[src/logic/rv_isa_pkg.sv]
/*
 * RV32 instruction-set definitions shared by the decoder and the ALU.
 * Other files refer to them by scoped name.
 */
package rv_isa_pkg;

    localparam int REG_IDX_W = 5;
    localparam int NUM_REGS  = 32;

    // Instruction field positions
    localparam int OPCODE_LSB = 0;
    localparam int RD_LSB     = 7;
    localparam int FUNCT3_LSB = 12;
    localparam int RS1_LSB    = 15;
    localparam int RS2_LSB    = 20;
    localparam int FUNCT7_LSB = 25;

    typedef enum logic [6:0] {
        OP     = 7'b0110011,  // Register-register ALU
        OP_IMM = 7'b0010011,
        LOAD   = 7'b0000011,
        STORE  = 7'b0100011,
        BRANCH = 7'b1100011,
        SYSTEM = 7'b1110011   // Only WFI is accepted
    } opcode_e;

    typedef enum logic [2:0] {ADD, SUB, AND, OR, XOR} alu_op_e;

    localparam logic [31:0] NOP_INST = 32'h0000_0013;  // addi x0, x0, 0
    localparam logic [31:0] WFI_INST = 32'h1050_0073;

endpackage

[src/logic/rv_pipe_pkg.sv]
/*
 * Pipeline widths, stage packets and the bus and status encodings.
 * Each stage register holds one of these packets.
 */
package rv_pipe_pkg;

    localparam int XLEN = 32;

    typedef enum logic [1:0] {BUS_NONE, BUS_LOAD, BUS_STORE} bus_cmd_e;
    typedef enum logic [1:0] {RUNNING, HALTED, ILLEGAL} status_e;

    typedef struct packed {
        logic            valid;
        logic [XLEN-1:0] pc;
        logic [XLEN-1:0] npc;
        logic [31:0]     inst;
    } if_id_t;

    typedef struct packed {
        logic                             valid;
        logic [XLEN-1:0]                  pc;
        logic [XLEN-1:0]                  npc;
        logic [rv_isa_pkg::REG_IDX_W-1:0] rs1_idx;  // Zero when the source is unused
        logic [rv_isa_pkg::REG_IDX_W-1:0] rs2_idx;
        logic [XLEN-1:0]                  rs1_value;
        logic [XLEN-1:0]                  rs2_value;
        logic [XLEN-1:0]                  imm;
        logic [rv_isa_pkg::REG_IDX_W-1:0] dest;     // Zero means no register write
        rv_isa_pkg::alu_op_e              alu_op;
        logic                             use_imm;
        logic                             rd_mem;
        logic                             wr_mem;
        logic                             is_branch;
        logic                             branch_on_ne;
        logic                             halt;
        logic                             illegal;
    } id_ex_t;

    typedef struct packed {
        logic                             valid;
        logic [XLEN-1:0]                  npc;
        logic [rv_isa_pkg::REG_IDX_W-1:0] dest;
        logic [XLEN-1:0]                  alu_result;  // Also the LW/SW address
        logic [XLEN-1:0]                  store_data;
        logic                             rd_mem;
        logic                             wr_mem;
        logic                             halt;
        logic                             illegal;
    } ex_mem_t;

    typedef struct packed {
        logic                             valid;
        logic [XLEN-1:0]                  npc;
        logic [rv_isa_pkg::REG_IDX_W-1:0] dest;
        logic [XLEN-1:0]                  result;
        logic                             wr_en;
        logic                             halt;
        logic                             illegal;
    } mem_wb_t;

endpackage

[src/logic/fetch_port_if.sv]
/*
 * Instruction fetch port onto the shared memory bus.
 * The arbiter grants in the same cycle and returns the word at once.
 */
interface fetch_port_if;

    logic                         req;    // Fetch wants the bus
    logic [rv_pipe_pkg::XLEN-1:0] addr;
    logic                         grant;  // Low while a load or store owns the bus
    logic [rv_pipe_pkg::XLEN-1:0] inst;   // Valid with grant

    modport requester (output req, addr, input grant, inst);
    modport arbiter (input req, addr, output grant, inst);

endinterface

[src/logic/fetch_stage.sv]
/*
 * Program counter and IF/ID register.
 * Advances on an unstalled grant; a redirect from execute overrides.
 */
module fetch_stage #(
    parameter logic [rv_pipe_pkg::XLEN-1:0] RESET_PC = '0
) (
    input  logic                         clock,
    input  logic                         reset,
    fetch_port_if.requester              fetch,
    input  logic                         stall,
    input  logic                         redirect,
    input  logic                         halted,
    input  logic [rv_pipe_pkg::XLEN-1:0] redirect_pc,
    output rv_pipe_pkg::if_id_t          if_id
);

    localparam rv_pipe_pkg::if_id_t BUBBLE =
        '{valid: 1'b0, pc: '0, npc: '0, inst: rv_isa_pkg::NOP_INST};

    logic [rv_pipe_pkg::XLEN-1:0] pc;
    logic [rv_pipe_pkg::XLEN-1:0] pc_plus4;

    assign pc_plus4   = pc + 32'd4;
    assign fetch.req  = !halted;  // Fetch stops for good once halted
    assign fetch.addr = pc;

    always_ff @(posedge clock) begin
        if (reset) begin
            pc    <= RESET_PC;
            if_id <= BUBBLE;
        end else if (redirect) begin  // Taken branch squashes this fetch
            pc    <= redirect_pc;
            if_id <= BUBBLE;
        end else if (!stall) begin    // Load-use stall holds PC and IF/ID
            if (fetch.grant) begin
                pc    <= pc_plus4;
                if_id <= '{valid: 1'b1, pc: pc, npc: pc_plus4, inst: fetch.inst};
            end else begin
                if_id <= BUBBLE;      // Bus busy with data, retry next cycle
            end
        end
    end

    // Branch target from execute must stay word aligned
    a_redirect_aligned: assert property (@(posedge clock) disable iff (reset)
        redirect |-> redirect_pc[1:0] == 2'b00)
        else $error("misaligned redirect target %h", redirect_pc);

endmodule

[src/logic/decode_stage.sv]
/*
 * Instruction decoder and 32-entry register file.
 * Decode is combinational; the WB write shows through to a same-cycle read.
 */
module decode_stage (
    input  logic                 clock,
    input  logic                 reset,
    input  rv_pipe_pkg::if_id_t  if_id,
    input  rv_pipe_pkg::mem_wb_t wb,
    output rv_pipe_pkg::id_ex_t  decoded
);

    logic [rv_pipe_pkg::XLEN-1:0]     regs [rv_isa_pkg::NUM_REGS];
    logic [31:0]                      inst;
    logic [2:0]                       funct3;
    logic [6:0]                       funct7;
    logic [rv_isa_pkg::REG_IDX_W-1:0] rd;
    logic [rv_isa_pkg::REG_IDX_W-1:0] rs1;
    logic [rv_isa_pkg::REG_IDX_W-1:0] rs2;
    logic [rv_pipe_pkg::XLEN-1:0]     imm_i;
    logic [rv_pipe_pkg::XLEN-1:0]     imm_s;
    logic [rv_pipe_pkg::XLEN-1:0]     imm_b;

    assign inst   = if_id.inst;
    assign funct3 = inst[rv_isa_pkg::FUNCT3_LSB +: 3];
    assign funct7 = inst[rv_isa_pkg::FUNCT7_LSB +: 7];
    assign rd     = inst[rv_isa_pkg::RD_LSB +: rv_isa_pkg::REG_IDX_W];
    assign rs1    = inst[rv_isa_pkg::RS1_LSB +: rv_isa_pkg::REG_IDX_W];
    assign rs2    = inst[rv_isa_pkg::RS2_LSB +: rv_isa_pkg::REG_IDX_W];
    assign imm_i  = {{20{inst[31]}}, inst[31:20]};
    assign imm_s  = {{20{inst[31]}}, inst[31:25], inst[11:7]};
    assign imm_b  = {{19{inst[31]}}, inst[31], inst[7], inst[30:25], inst[11:8], 1'b0};

    // x0 reads zero, pending WB write wins over the array
    function automatic logic [rv_pipe_pkg::XLEN-1:0] read_reg(
        input logic [rv_isa_pkg::REG_IDX_W-1:0] idx
    );
        if (idx == '0)
            return '0;
        if (wb.wr_en && wb.dest == idx)
            return wb.result;
        return regs[idx];
    endfunction

    ////////////////////////////// Decode
    always_comb begin
        decoded       = '0;
        decoded.valid = if_id.valid;
        decoded.pc    = if_id.pc;
        decoded.npc   = if_id.npc;
        case (rv_isa_pkg::opcode_e'(inst[rv_isa_pkg::OPCODE_LSB +: 7]))
            rv_isa_pkg::OP: begin
                decoded.rs1_idx = rs1;
                decoded.rs2_idx = rs2;
                decoded.dest    = rd;
                case ({funct7, funct3})
                    {7'h00, 3'b000}: decoded.alu_op = rv_isa_pkg::ADD;
                    {7'h20, 3'b000}: decoded.alu_op = rv_isa_pkg::SUB;
                    {7'h00, 3'b100}: decoded.alu_op = rv_isa_pkg::XOR;
                    {7'h00, 3'b110}: decoded.alu_op = rv_isa_pkg::OR;
                    {7'h00, 3'b111}: decoded.alu_op = rv_isa_pkg::AND;
                    default:         decoded.illegal = 1'b1;
                endcase
            end
            rv_isa_pkg::OP_IMM, rv_isa_pkg::LOAD: begin  // ADDI and LW share the I form
                decoded.rs1_idx = rs1;
                decoded.dest    = rd;
                decoded.imm     = imm_i;
                decoded.use_imm = 1'b1;
                decoded.rd_mem  = inst[4] == 1'b0;       // LOAD has opcode bit 4 clear
                decoded.illegal = funct3 != (decoded.rd_mem ? 3'b010 : 3'b000);
            end
            rv_isa_pkg::STORE: begin
                decoded.rs1_idx = rs1;
                decoded.rs2_idx = rs2;   // Store data
                decoded.imm     = imm_s;
                decoded.use_imm = 1'b1;
                decoded.wr_mem  = 1'b1;
                decoded.illegal = funct3 != 3'b010;      // SW only
            end
            rv_isa_pkg::BRANCH: begin
                decoded.rs1_idx      = rs1;
                decoded.rs2_idx      = rs2;
                decoded.imm          = imm_b;
                decoded.is_branch    = 1'b1;
                decoded.branch_on_ne = funct3[0];        // BNE
                decoded.illegal      = funct3[2:1] != 2'b00;
            end
            rv_isa_pkg::SYSTEM: begin
                decoded.halt    = inst == rv_isa_pkg::WFI_INST;
                decoded.illegal = inst != rv_isa_pkg::WFI_INST;
            end
            default: decoded.illegal = 1'b1;
        endcase
        if (decoded.illegal) begin  // Illegal commits with no side effects
            decoded.dest   = '0;
            decoded.rd_mem = 1'b0;
            decoded.wr_mem = 1'b0;
            decoded.is_branch = 1'b0;
        end
        decoded.rs1_value = read_reg(decoded.rs1_idx);
        decoded.rs2_value = read_reg(decoded.rs2_idx);
    end

    ////////////////////////////// Register file
    always_ff @(posedge clock) begin
        if (wb.wr_en)
            regs[wb.dest] <= wb.result;
    end

    // Memory stage never raises a write for x0
    a_no_x0_write: assert property (@(posedge clock) disable iff (reset)
        wb.wr_en |-> wb.dest != '0)
        else $error("register write aimed at x0");

endmodule

[src/logic/issue_stage.sv]
/*
 * Load-use hazard check, operand forwarding and the ID/EX register.
 * Forwarded values come from the execute and memory results of this cycle.
 */
module issue_stage (
    input  logic                 clock,
    input  logic                 reset,
    input  rv_pipe_pkg::id_ex_t  decoded,
    input  rv_pipe_pkg::ex_mem_t ex_fwd,
    input  rv_pipe_pkg::mem_wb_t mem_fwd,
    input  logic                 redirect,
    output logic                 stall,
    output rv_pipe_pkg::id_ex_t  id_ex
);

    rv_pipe_pkg::id_ex_t issued;

    // Youngest producer wins; x0 never forwards
    function automatic logic [rv_pipe_pkg::XLEN-1:0] pick(
        input logic [rv_isa_pkg::REG_IDX_W-1:0] idx,
        input logic [rv_pipe_pkg::XLEN-1:0]     rf_value
    );
        if (idx == '0)
            return rf_value;
        if (ex_fwd.valid && ex_fwd.dest == idx)
            return ex_fwd.alu_result;
        if (mem_fwd.wr_en && mem_fwd.dest == idx)
            return mem_fwd.result;
        return rf_value;
    endfunction

    // Load in EX has no data yet, so its consumer waits one cycle
    assign stall = decoded.valid && ex_fwd.valid && ex_fwd.rd_mem && ex_fwd.dest != '0
                 && (ex_fwd.dest == decoded.rs1_idx || ex_fwd.dest == decoded.rs2_idx);

    always_comb begin
        issued           = decoded;
        issued.rs1_value = pick(decoded.rs1_idx, decoded.rs1_value);
        issued.rs2_value = pick(decoded.rs2_idx, decoded.rs2_value);
    end

    always_ff @(posedge clock) begin
        if (reset || stall || redirect)
            id_ex <= '0;  // Bubble
        else
            id_ex <= issued;
    end

    // Stalled consumer still waits in decode one cycle later
    a_stall_holds: assert property (@(posedge clock) disable iff (reset)
        stall |=> decoded.valid && decoded.pc == $past(decoded.pc))
        else $error("instruction lost from decode during a load-use stall");

endmodule

[src/logic/execute_stage.sv]
/*
 * ALU, branch compare and the EX/MEM register.
 * ex_fwd is this cycle's result for forwarding into ID/EX.
 */
module execute_stage (
    input  logic                         clock,
    input  logic                         reset,
    input  rv_pipe_pkg::id_ex_t          id_ex,
    output logic                         redirect,
    output logic [rv_pipe_pkg::XLEN-1:0] redirect_pc,
    output rv_pipe_pkg::ex_mem_t         ex_fwd,
    output rv_pipe_pkg::ex_mem_t         ex_mem
);

    logic [rv_pipe_pkg::XLEN-1:0] op_b;
    logic [rv_pipe_pkg::XLEN-1:0] alu_out;
    logic                         equal;

    assign op_b = id_ex.use_imm ? id_ex.imm : id_ex.rs2_value;

    always_comb begin
        case (id_ex.alu_op)
            rv_isa_pkg::SUB: alu_out = id_ex.rs1_value - op_b;
            rv_isa_pkg::AND: alu_out = id_ex.rs1_value & op_b;
            rv_isa_pkg::OR:  alu_out = id_ex.rs1_value | op_b;
            rv_isa_pkg::XOR: alu_out = id_ex.rs1_value ^ op_b;
            default:         alu_out = id_ex.rs1_value + op_b;  // ADD, LW/SW address
        endcase
    end

    ////////////////////////////// Branch
    assign equal       = id_ex.rs1_value == id_ex.rs2_value;
    assign redirect    = id_ex.valid && id_ex.is_branch && (equal ^ id_ex.branch_on_ne);
    assign redirect_pc = id_ex.pc + id_ex.imm;

    // Branch carries dest 0, so it commits without a write
    always_comb begin
        ex_fwd.valid      = id_ex.valid;
        ex_fwd.npc        = id_ex.npc;
        ex_fwd.dest       = id_ex.dest;
        ex_fwd.alu_result = alu_out;
        ex_fwd.store_data = id_ex.rs2_value;
        ex_fwd.rd_mem     = id_ex.rd_mem;
        ex_fwd.wr_mem     = id_ex.wr_mem;
        ex_fwd.halt       = id_ex.halt;
        ex_fwd.illegal    = id_ex.illegal;
    end

    always_ff @(posedge clock) begin
        if (reset)
            ex_mem <= '0;
        else
            ex_mem <= ex_fwd;
    end

endmodule

[src/logic/memory_stage.sv]
/*
 * Shared bus arbitration, load/store access and the MEM/WB register.
 * Data access beats fetch; status latches the first halt or illegal commit.
 */
module memory_stage (
    input  logic                          clock,
    input  logic                          reset,
    input  rv_pipe_pkg::ex_mem_t          ex_mem,
    fetch_port_if.arbiter                 fetch,
    output rv_pipe_pkg::bus_cmd_e         mem_cmd,
    output logic [rv_pipe_pkg::XLEN-1:0]  mem_addr,
    output logic [rv_pipe_pkg::XLEN-1:0]  mem_wdata,
    input  logic [rv_pipe_pkg::XLEN-1:0]  mem_rdata,
    output rv_pipe_pkg::mem_wb_t          mem_fwd,
    output rv_pipe_pkg::mem_wb_t          mem_wb,
    output rv_pipe_pkg::status_e          status
);

    logic stopped;      // Nothing younger than a halt may take effect
    logic data_access;

    assign stopped     = status != rv_pipe_pkg::RUNNING
                       || (mem_wb.valid && (mem_wb.halt || mem_wb.illegal));
    assign data_access = ex_mem.valid && !stopped && (ex_mem.rd_mem || ex_mem.wr_mem);

    ////////////////////////////// Bus
    assign fetch.grant = fetch.req && !data_access;
    assign fetch.inst  = mem_rdata;  // Same-cycle answer
    assign mem_wdata   = ex_mem.store_data;

    always_comb begin
        if (data_access) begin
            mem_cmd  = ex_mem.wr_mem ? rv_pipe_pkg::BUS_STORE : rv_pipe_pkg::BUS_LOAD;
            mem_addr = ex_mem.alu_result;
        end else begin
            mem_cmd  = fetch.req ? rv_pipe_pkg::BUS_LOAD : rv_pipe_pkg::BUS_NONE;
            mem_addr = fetch.addr;
        end
    end

    ////////////////////////////// Result and MEM/WB
    always_comb begin
        mem_fwd.valid   = ex_mem.valid && !stopped;
        mem_fwd.npc     = ex_mem.npc;
        mem_fwd.dest    = ex_mem.dest;
        mem_fwd.result  = ex_mem.rd_mem ? mem_rdata : ex_mem.alu_result;
        mem_fwd.wr_en   = mem_fwd.valid && ex_mem.dest != '0;
        mem_fwd.halt    = ex_mem.halt;
        mem_fwd.illegal = ex_mem.illegal;
    end

    always_ff @(posedge clock) begin
        if (reset)
            mem_wb <= '0;
        else
            mem_wb <= mem_fwd;
    end

    always_ff @(posedge clock) begin
        if (reset)
            status <= rv_pipe_pkg::RUNNING;
        else if (status == rv_pipe_pkg::RUNNING && mem_wb.valid) begin
            if (mem_wb.illegal)
                status <= rv_pipe_pkg::ILLEGAL;
            else if (mem_wb.halt)
                status <= rv_pipe_pkg::HALTED;
        end
    end

    // Word accesses only, so a data address is always aligned
    a_data_aligned: assert property (@(posedge clock) disable iff (reset)
        data_access |-> ex_mem.alu_result[1:0] == 2'b00)
        else $error("misaligned data address %h", ex_mem.alu_result);

endmodule

[src/logic/rv_pipeline_top.sv]
/*
 * Five-stage RV32 pipeline on one shared memory bus.
 * Commit ports show each instruction leaving MEM/WB.
 */
module rv_pipeline_top #(
    parameter logic [rv_pipe_pkg::XLEN-1:0] RESET_PC = '0
) (
    input  logic                         clock,
    input  logic                         reset,
    output rv_pipe_pkg::bus_cmd_e        mem_cmd,
    output logic [rv_pipe_pkg::XLEN-1:0] mem_addr,
    output logic [rv_pipe_pkg::XLEN-1:0] mem_wdata,
    input  logic [rv_pipe_pkg::XLEN-1:0] mem_rdata,
    output logic                         commit_valid,
    output logic                         commit_wr_en,
    output logic [4:0]                   commit_wr_idx,
    output logic [rv_pipe_pkg::XLEN-1:0] commit_wr_data,
    output logic [rv_pipe_pkg::XLEN-1:0] commit_npc,
    output rv_pipe_pkg::status_e         status
);

    fetch_port_if fetch_port ();

    rv_pipe_pkg::if_id_t          if_id;
    rv_pipe_pkg::id_ex_t          decoded;
    rv_pipe_pkg::id_ex_t          id_ex;
    rv_pipe_pkg::ex_mem_t         ex_fwd;
    rv_pipe_pkg::ex_mem_t         ex_mem;
    rv_pipe_pkg::mem_wb_t         mem_fwd;
    rv_pipe_pkg::mem_wb_t         mem_wb;
    logic                         stall;
    logic                         redirect;
    logic [rv_pipe_pkg::XLEN-1:0] redirect_pc;

    fetch_stage #(.RESET_PC(RESET_PC)) u_fetch (
        .clock       (clock),
        .reset       (reset),
        .fetch       (fetch_port.requester),
        .stall       (stall),
        .redirect    (redirect),
        .halted      (status != rv_pipe_pkg::RUNNING),
        .redirect_pc (redirect_pc),
        .if_id       (if_id)
    );

    decode_stage u_decode (
        .clock   (clock),
        .reset   (reset),
        .if_id   (if_id),
        .wb      (mem_wb),   // Register write port
        .decoded (decoded)
    );

    issue_stage u_issue (
        .clock    (clock),
        .reset    (reset),
        .decoded  (decoded),
        .ex_fwd   (ex_fwd),
        .mem_fwd  (mem_fwd),
        .redirect (redirect),
        .stall    (stall),
        .id_ex    (id_ex)
    );

    execute_stage u_execute (
        .clock       (clock),
        .reset       (reset),
        .id_ex       (id_ex),
        .redirect    (redirect),
        .redirect_pc (redirect_pc),
        .ex_fwd      (ex_fwd),
        .ex_mem      (ex_mem)
    );

    memory_stage u_memory (
        .clock     (clock),
        .reset     (reset),
        .ex_mem    (ex_mem),
        .fetch     (fetch_port.arbiter),
        .mem_cmd   (mem_cmd),
        .mem_addr  (mem_addr),
        .mem_wdata (mem_wdata),
        .mem_rdata (mem_rdata),
        .mem_fwd   (mem_fwd),
        .mem_wb    (mem_wb),
        .status    (status)
    );

    // Commit straight from MEM/WB
    assign commit_valid   = mem_wb.valid;
    assign commit_wr_en   = mem_wb.wr_en;
    assign commit_wr_idx  = mem_wb.dest;
    assign commit_wr_data = mem_wb.result;
    assign commit_npc     = mem_wb.npc;

endmodule

[config.mk]
export PLATFORM = sky130hd
export DESIGN_NAME = rv_pipeline_top
export DESIGN_NICKNAME = d
export VERILOG_FILES = /design/src/logic/rv_isa_pkg.sv /design/src/logic/rv_pipe_pkg.sv /design/src/logic/fetch_port_if.sv /design/src/logic/fetch_stage.sv /design/src/logic/decode_stage.sv /design/src/logic/issue_stage.sv /design/src/logic/execute_stage.sv /design/src/logic/memory_stage.sv /design/src/logic/rv_pipeline_top.sv
export SDC_FILE = /design/constraint.sdc
export NUM_CORES = 2
export LEC_CHECK = 0
export ABC_AREA = 1
export BUFFER_PORTS_ARGS = -buffer_cell sky130_fd_sc_hd__buf_2
export CORE_MARGIN = 3
export CORE_UTILIZATION = 30
export CTS_CLUSTER_DIAMETER = 60
export DETAILED_ROUTE_END_ITERATION = 6
export PLACE_DENSITY = 0.5
export SETUP_SLACK_MARGIN = 0.1
export SLEW_MARGIN = 20
export SYNTH_ARGS = -nofsm -noshare
export SYNTH_HDL_FRONTEND = slang
export SYNTH_SLANG_ARGS = --single-unit
[constraint.sdc]
create_clock -name clock -period 3.8 [get_ports clock]
set_clock_uncertainty 0.05 [all_clocks]
set_input_delay 0.76 -clock clock [delete_from_list [all_inputs] [get_ports clock]]
set_output_delay 0.76 -clock clock [all_outputs]
set_load 0.05 [all_outputs]
==> results.json <==
{
  "yosys.area_share.xor_xnor_pct": 1.337,
  "antenna_violations_before_repair": 17,
  "die-height_um": 513.7,
  "syn-cell-area_um2": 77320,
  "vdd.ir_drop.worst_mv": 0.4090,
  "synth_top_cells_by_area": "sky130_fd_sc_hd__edfxtp_1 40%, sky130_fd_sc_hd__nand2_1 13%, sky130_fd_sc_hd__dfxtp_1 12%",
  "synth_warnings": 0,
  "post-route-worst-setup-slack_ns": -0.08122,
  "numCtsBuffers": 180,
  "ys_ff_latch": 1487,
  "number_of_global_route_vias_before_repair": 67498,
  "grt_resource_usage_total_pct": 25.29,
  "synthToLayoutAreaGrowth_pct": 21.08,
  "clk_pin_slew_ns": 0.06,
  "crit_path_frequent_cell": "sky130_fd_sc_hd__nand2_2",
  "power_density_nw_per_um2": 468.2,
  "cts.sinks": 1487,
  "final-hold-violation-count": 0,
  "critical_path.endpoint": "u_issue.id_ex[106]$_SDFF_PP0_",
  "worst_pin_slew_ns": 1.149,
  "async_reset_ff_share_pct": 0,
  "critPathRequiredTime_ns": 4.52,
  "class_of_the_most_critical_setup_path": "reg2reg",
  "startpoint_of_the_most_critical_register_to_register_path": "u_issue.id_ex[6]$_SDFF_PP0_",
  "leakage_nw": 37.98,
  "post_synth_fa_ha_maj_area_fraction_pct": 2.123,
  "die_w_um": 513.7,
  "worst_ep_arrival_ns": 4.60,
  "grt_pass1_wl_um": 490500,
  "reg2reg_slack_ns": -0.08,
  "io_buffer_count": 172,
  "result_of_the_run": "finished with violations",
  "cts-root-buf": "sky130_fd_sc_hd__clkbuf_16",
  "finalWeightedCongestion": 0.9825,
  "cp-startpoint": "u_issue.id_ex[6]$_SDFF_PP0_",
  "grt_start_max_net_pins": 134,
  "drc": 0,
  "wirelength_um": 347400,
  "synth.most_common_cell": "sky130_fd_sc_hd__nand2_1",
  "report.final.setup_viol": 7,
  "dieArea_um2": 263900,
  "timing.final.crit_share_pct": 102.1,
  "placement.setup.worst_slack_ns": -0.6585,
  "synth_commonest_cells": "2,683 x sky130_fd_sc_hd__nand2_1, 1,399 x sky130_fd_sc_hd__nand3_1, 1,024 x sky130_fd_sc_hd__edfxtp_1",
  "synth-compound-area-share_pct": 8.642,
  "worstReg2RegEnd": "u_issue.id_ex[106]$_SDFF_PP0_",
  "dominant_combinational_cell_family_by_area_after_synthesis": "simple AND/OR/NAND/NOR gates",
  "multiInputGateArea_um2": 33230,
  "crit_path_start_kind": "flip-flop",
  "fillers": 26038,
  "clock.fmax_mhz": 257.7,
  "timing.final.max_slew_violations": 0,
  "timing.max_cap.violations": 0,
  "timing.critical_path.depth": 26,
  "netlist-cell-type-count": 51,
  "reg2regPathDepth": 26,
  "fin_worst_hold_slack_ns": 0.06174,
  "post_syn_area_per_cell_um2": 8.066,
  "detail-route-antenna-nets": 0,
  "core-area_um2": 255300,
  "detail_route.wl_per_cell_um": 25.87,
  "violated_checks": "negative setup slack",
  "core.rowCount": 185,
  "critPathMaxStageDelay_ns": 0.37,
  "initial_core_util_pct": 30.28,
  "globalRoute.totalOverflow": 0,
  "finalWorstPathRequiredPeriod_ns": 3.881,
  "detail_route.iter0.violations": 9904,
  "worstHoldPathType": "in2reg",
  "synth.yosys.seq_area_share_pct": 51.76,
  "post_synth_mux_area_share_pct": 0.1020,
  "finished_core_util_pct": 36.67,
  "synth-edff-count": 1024,
  "vias": 72261,
  "synth_simple_gate_area_share_pct": 27.93,
  "ctsHoldBuffers": 0,
  "drt-pass1-iter-count": 7,
  "timing.critical_path.slowest_stage_cell": "sky130_fd_sc_hd__dfxtp_4",
  "cts-htree-levels": 4,
  "synthesis.nets": 9750,
  "syn-instance-count": 9586,
  "worst_skew_pair.late_latency_ns": 0.86,
  "hold_path.startpoint": "mem_rdata[0]",
  "cts_tree": "yes",
  "clockBufferDepth": 3,
  "grt_setup_unrepaired": "true",
  "synthFlopType": "sky130_fd_sc_hd__edfxtp_1",
  "share_of_cells_above_drive_strength_1_pct": 15.50,
  "slew_headroom_pct": 23.10,
  "finalNetCount": 10066,
  "synth_area_leader_cell": "sky130_fd_sc_hd__edfxtp_1",
  "cp_top_delay_family": "simple AND/OR/NAND/NOR gates",
  "critPathCaptureType": "flip-flop",
  "vias_per_cell": 5.381,
  "fraction_of_synthesized_cell_area_taken_by_the_top_area_cell_type_pct": 39.77,
  "critPathMaxFanout": 7,
  "path_buf_inv": 6,
  "hpwlAfterDp_um": 216500,
  "ff_latch_area_um2": 40030,
  "io_pins": 173
}
==> area by class of cell <==
| type | count | share of cell area (%) |
|---|---|---|
| inverter | 809 | 3.295 |
| tap | 3366 | 4.499 |
| multi-input combinational | 6608 | 35.50 |
| clock buffer | 242 | 5.364 |
| antenna | 8 | 0.02139 |
| clock inverter | 93 | 0.9904 |
| timing repair buffer | 816 | 7.572 |
| sequential | 1487 | 42.76 |
==> flip-flops by register name, indices dropped and copies added (netlist names) <==
| signal | cells |
|---|---|
| u_memory.status | 2 |
| u_decode.regs | 1024 |
| u_issue.id_ex | 155 |
| u_execute.ex_mem | 106 |
| u_fetch.fetch.addr | 32 |
| u_memory.mem_wb | 73 |
| u_fetch.if_id | 95 |
==> cells in the final DEF (no fill, tap or decap), types with 27 or more instances in the layout <==
master / count
sky130_fd_sc_hd__a21oi_1: 391
sky130_fd_sc_hd__a21oi_2: 51
sky130_fd_sc_hd__buf_12: 87
sky130_fd_sc_hd__buf_2: 168
sky130_fd_sc_hd__buf_4: 504
sky130_fd_sc_hd__buf_6: 45
sky130_fd_sc_hd__clkbuf_1: 37
sky130_fd_sc_hd__clkbuf_16: 185
sky130_fd_sc_hd__clkinv_2: 32
sky130_fd_sc_hd__dfxtp_1: 458
sky130_fd_sc_hd__edfxtp_1: 1024
sky130_fd_sc_hd__ha_1: 115
sky130_fd_sc_hd__inv_1: 764
sky130_fd_sc_hd__inv_2: 32
sky130_fd_sc_hd__nand2_1: 2599
sky130_fd_sc_hd__nand2_2: 65
sky130_fd_sc_hd__nand3_1: 1376
sky130_fd_sc_hd__nand3b_1: 32
sky130_fd_sc_hd__nand4_1: 43
sky130_fd_sc_hd__nor2_1: 789
sky130_fd_sc_hd__nor2_2: 29
sky130_fd_sc_hd__nor2_4: 73
sky130_fd_sc_hd__nor3_1: 41
sky130_fd_sc_hd__o2111ai_1: 28
sky130_fd_sc_hd__o211ai_1: 118
sky130_fd_sc_hd__o21ai_0: 378
sky130_fd_sc_hd__o21ai_1: 76
sky130_fd_sc_hd__o21ai_2: 27
sky130_fd_sc_hd__or2_2: 28
sky130_fd_sc_hd__xor2_1: 77
==> kinds of logic (layout without fill, tap and decap cells) <==
| group | Yosys count | in the layout |
|---|---|---|
| DFF | 1487 | 1487 |
| adders and majority gates | 130 | 130 |
| AOI/OAI and AO/OA | 1198 | 1198 |
| muxes | 7 | 7 |
| buffers and inverters | 1491 | 1960 |
| and+or+nand+nor | 5155 | 5155 |
| xor gates and xnor gates | 118 | 118 |
| other | 0 | 8 |
==> worst min-delay path by stage <==
stage	endpoint	cells after the start	slack, ns
floorplan	u_execute.ex_mem[0]$_SDFF_PP0_	2	0.34
global placement	u_execute.ex_mem[90]$_SDFF_PP0_	2	0.34
detailed placement	u_execute.ex_mem[90]$_SDFF_PP0_	2	0.34
CTS	u_fetch.if_id[1]$_SDFFE_PP1N_	3	0.009
global route	u_fetch.if_id[0]$_SDFFE_PP1N_	3	0.04
finish	u_fetch.if_id[0]$_SDFFE_PP1N_	3	0.06
==> power breakdown <==
group | switching [mW] | internal [mW] | total [mW] | leakage [nW]
clock network | 7.43 | 9.97 | 17.4 | 2.91
logic | 5.22 | 2.73 | 7.95 | 21.9
registers | 0.481 | 18.0 | 18.5 | 13.2
==> what timing repair did <==
action,in CTS,in global routing
gates cloned,3,2
buffers inserted,49,40
resized for setup,282,273
endpoints found under the setup margin,104,124
pin swaps,112,84
hold endpoints to repair,0,0
==> tightest hold or removal path, cell delays in order <==
cell	delay, ns
sky130_fd_sc_hd__buf_2	0.08
sky130_fd_sc_hd__inv_1	0.04
sky130_fd_sc_hd__nand2_1	0.05
==> through the flow <==
| stage | cells | TNS (ns) | instance area (um^2) | power [mW] |
|---|---|---|---|---|
| 2_1_floorplan | 9586 | 0 | 77320 | 21.64 |
| 3_3_place_gp | 12996 | -22.46 | 84830 | 25.18 |
| 3_5_place_dp | 12996 | -20.40 | 84830 | 25.16 |
| 4_1_cts | 13383 | -0.5298 | 92150 | 43.07 |
| 5_1_grt | 13422 | -6.341 | 93590 | 45.15 |
| 6_report | 13429 | -0.2425 | 93610 | 43.83 |
==> per-layer routing <==
layer | track usage, % | vias up | share of wire, %
li1 | - | 32456 | -
met1 | 34.76 | 34781 | 42
met2 | 38.42 | 4243 | 43
met3 | 5.247 | 775 | 11
met4 | 10.74 | 6 | 4.6
met5 | 0 | - | 0.0078
No activity file was read; power rests on OpenSTA's default activity.
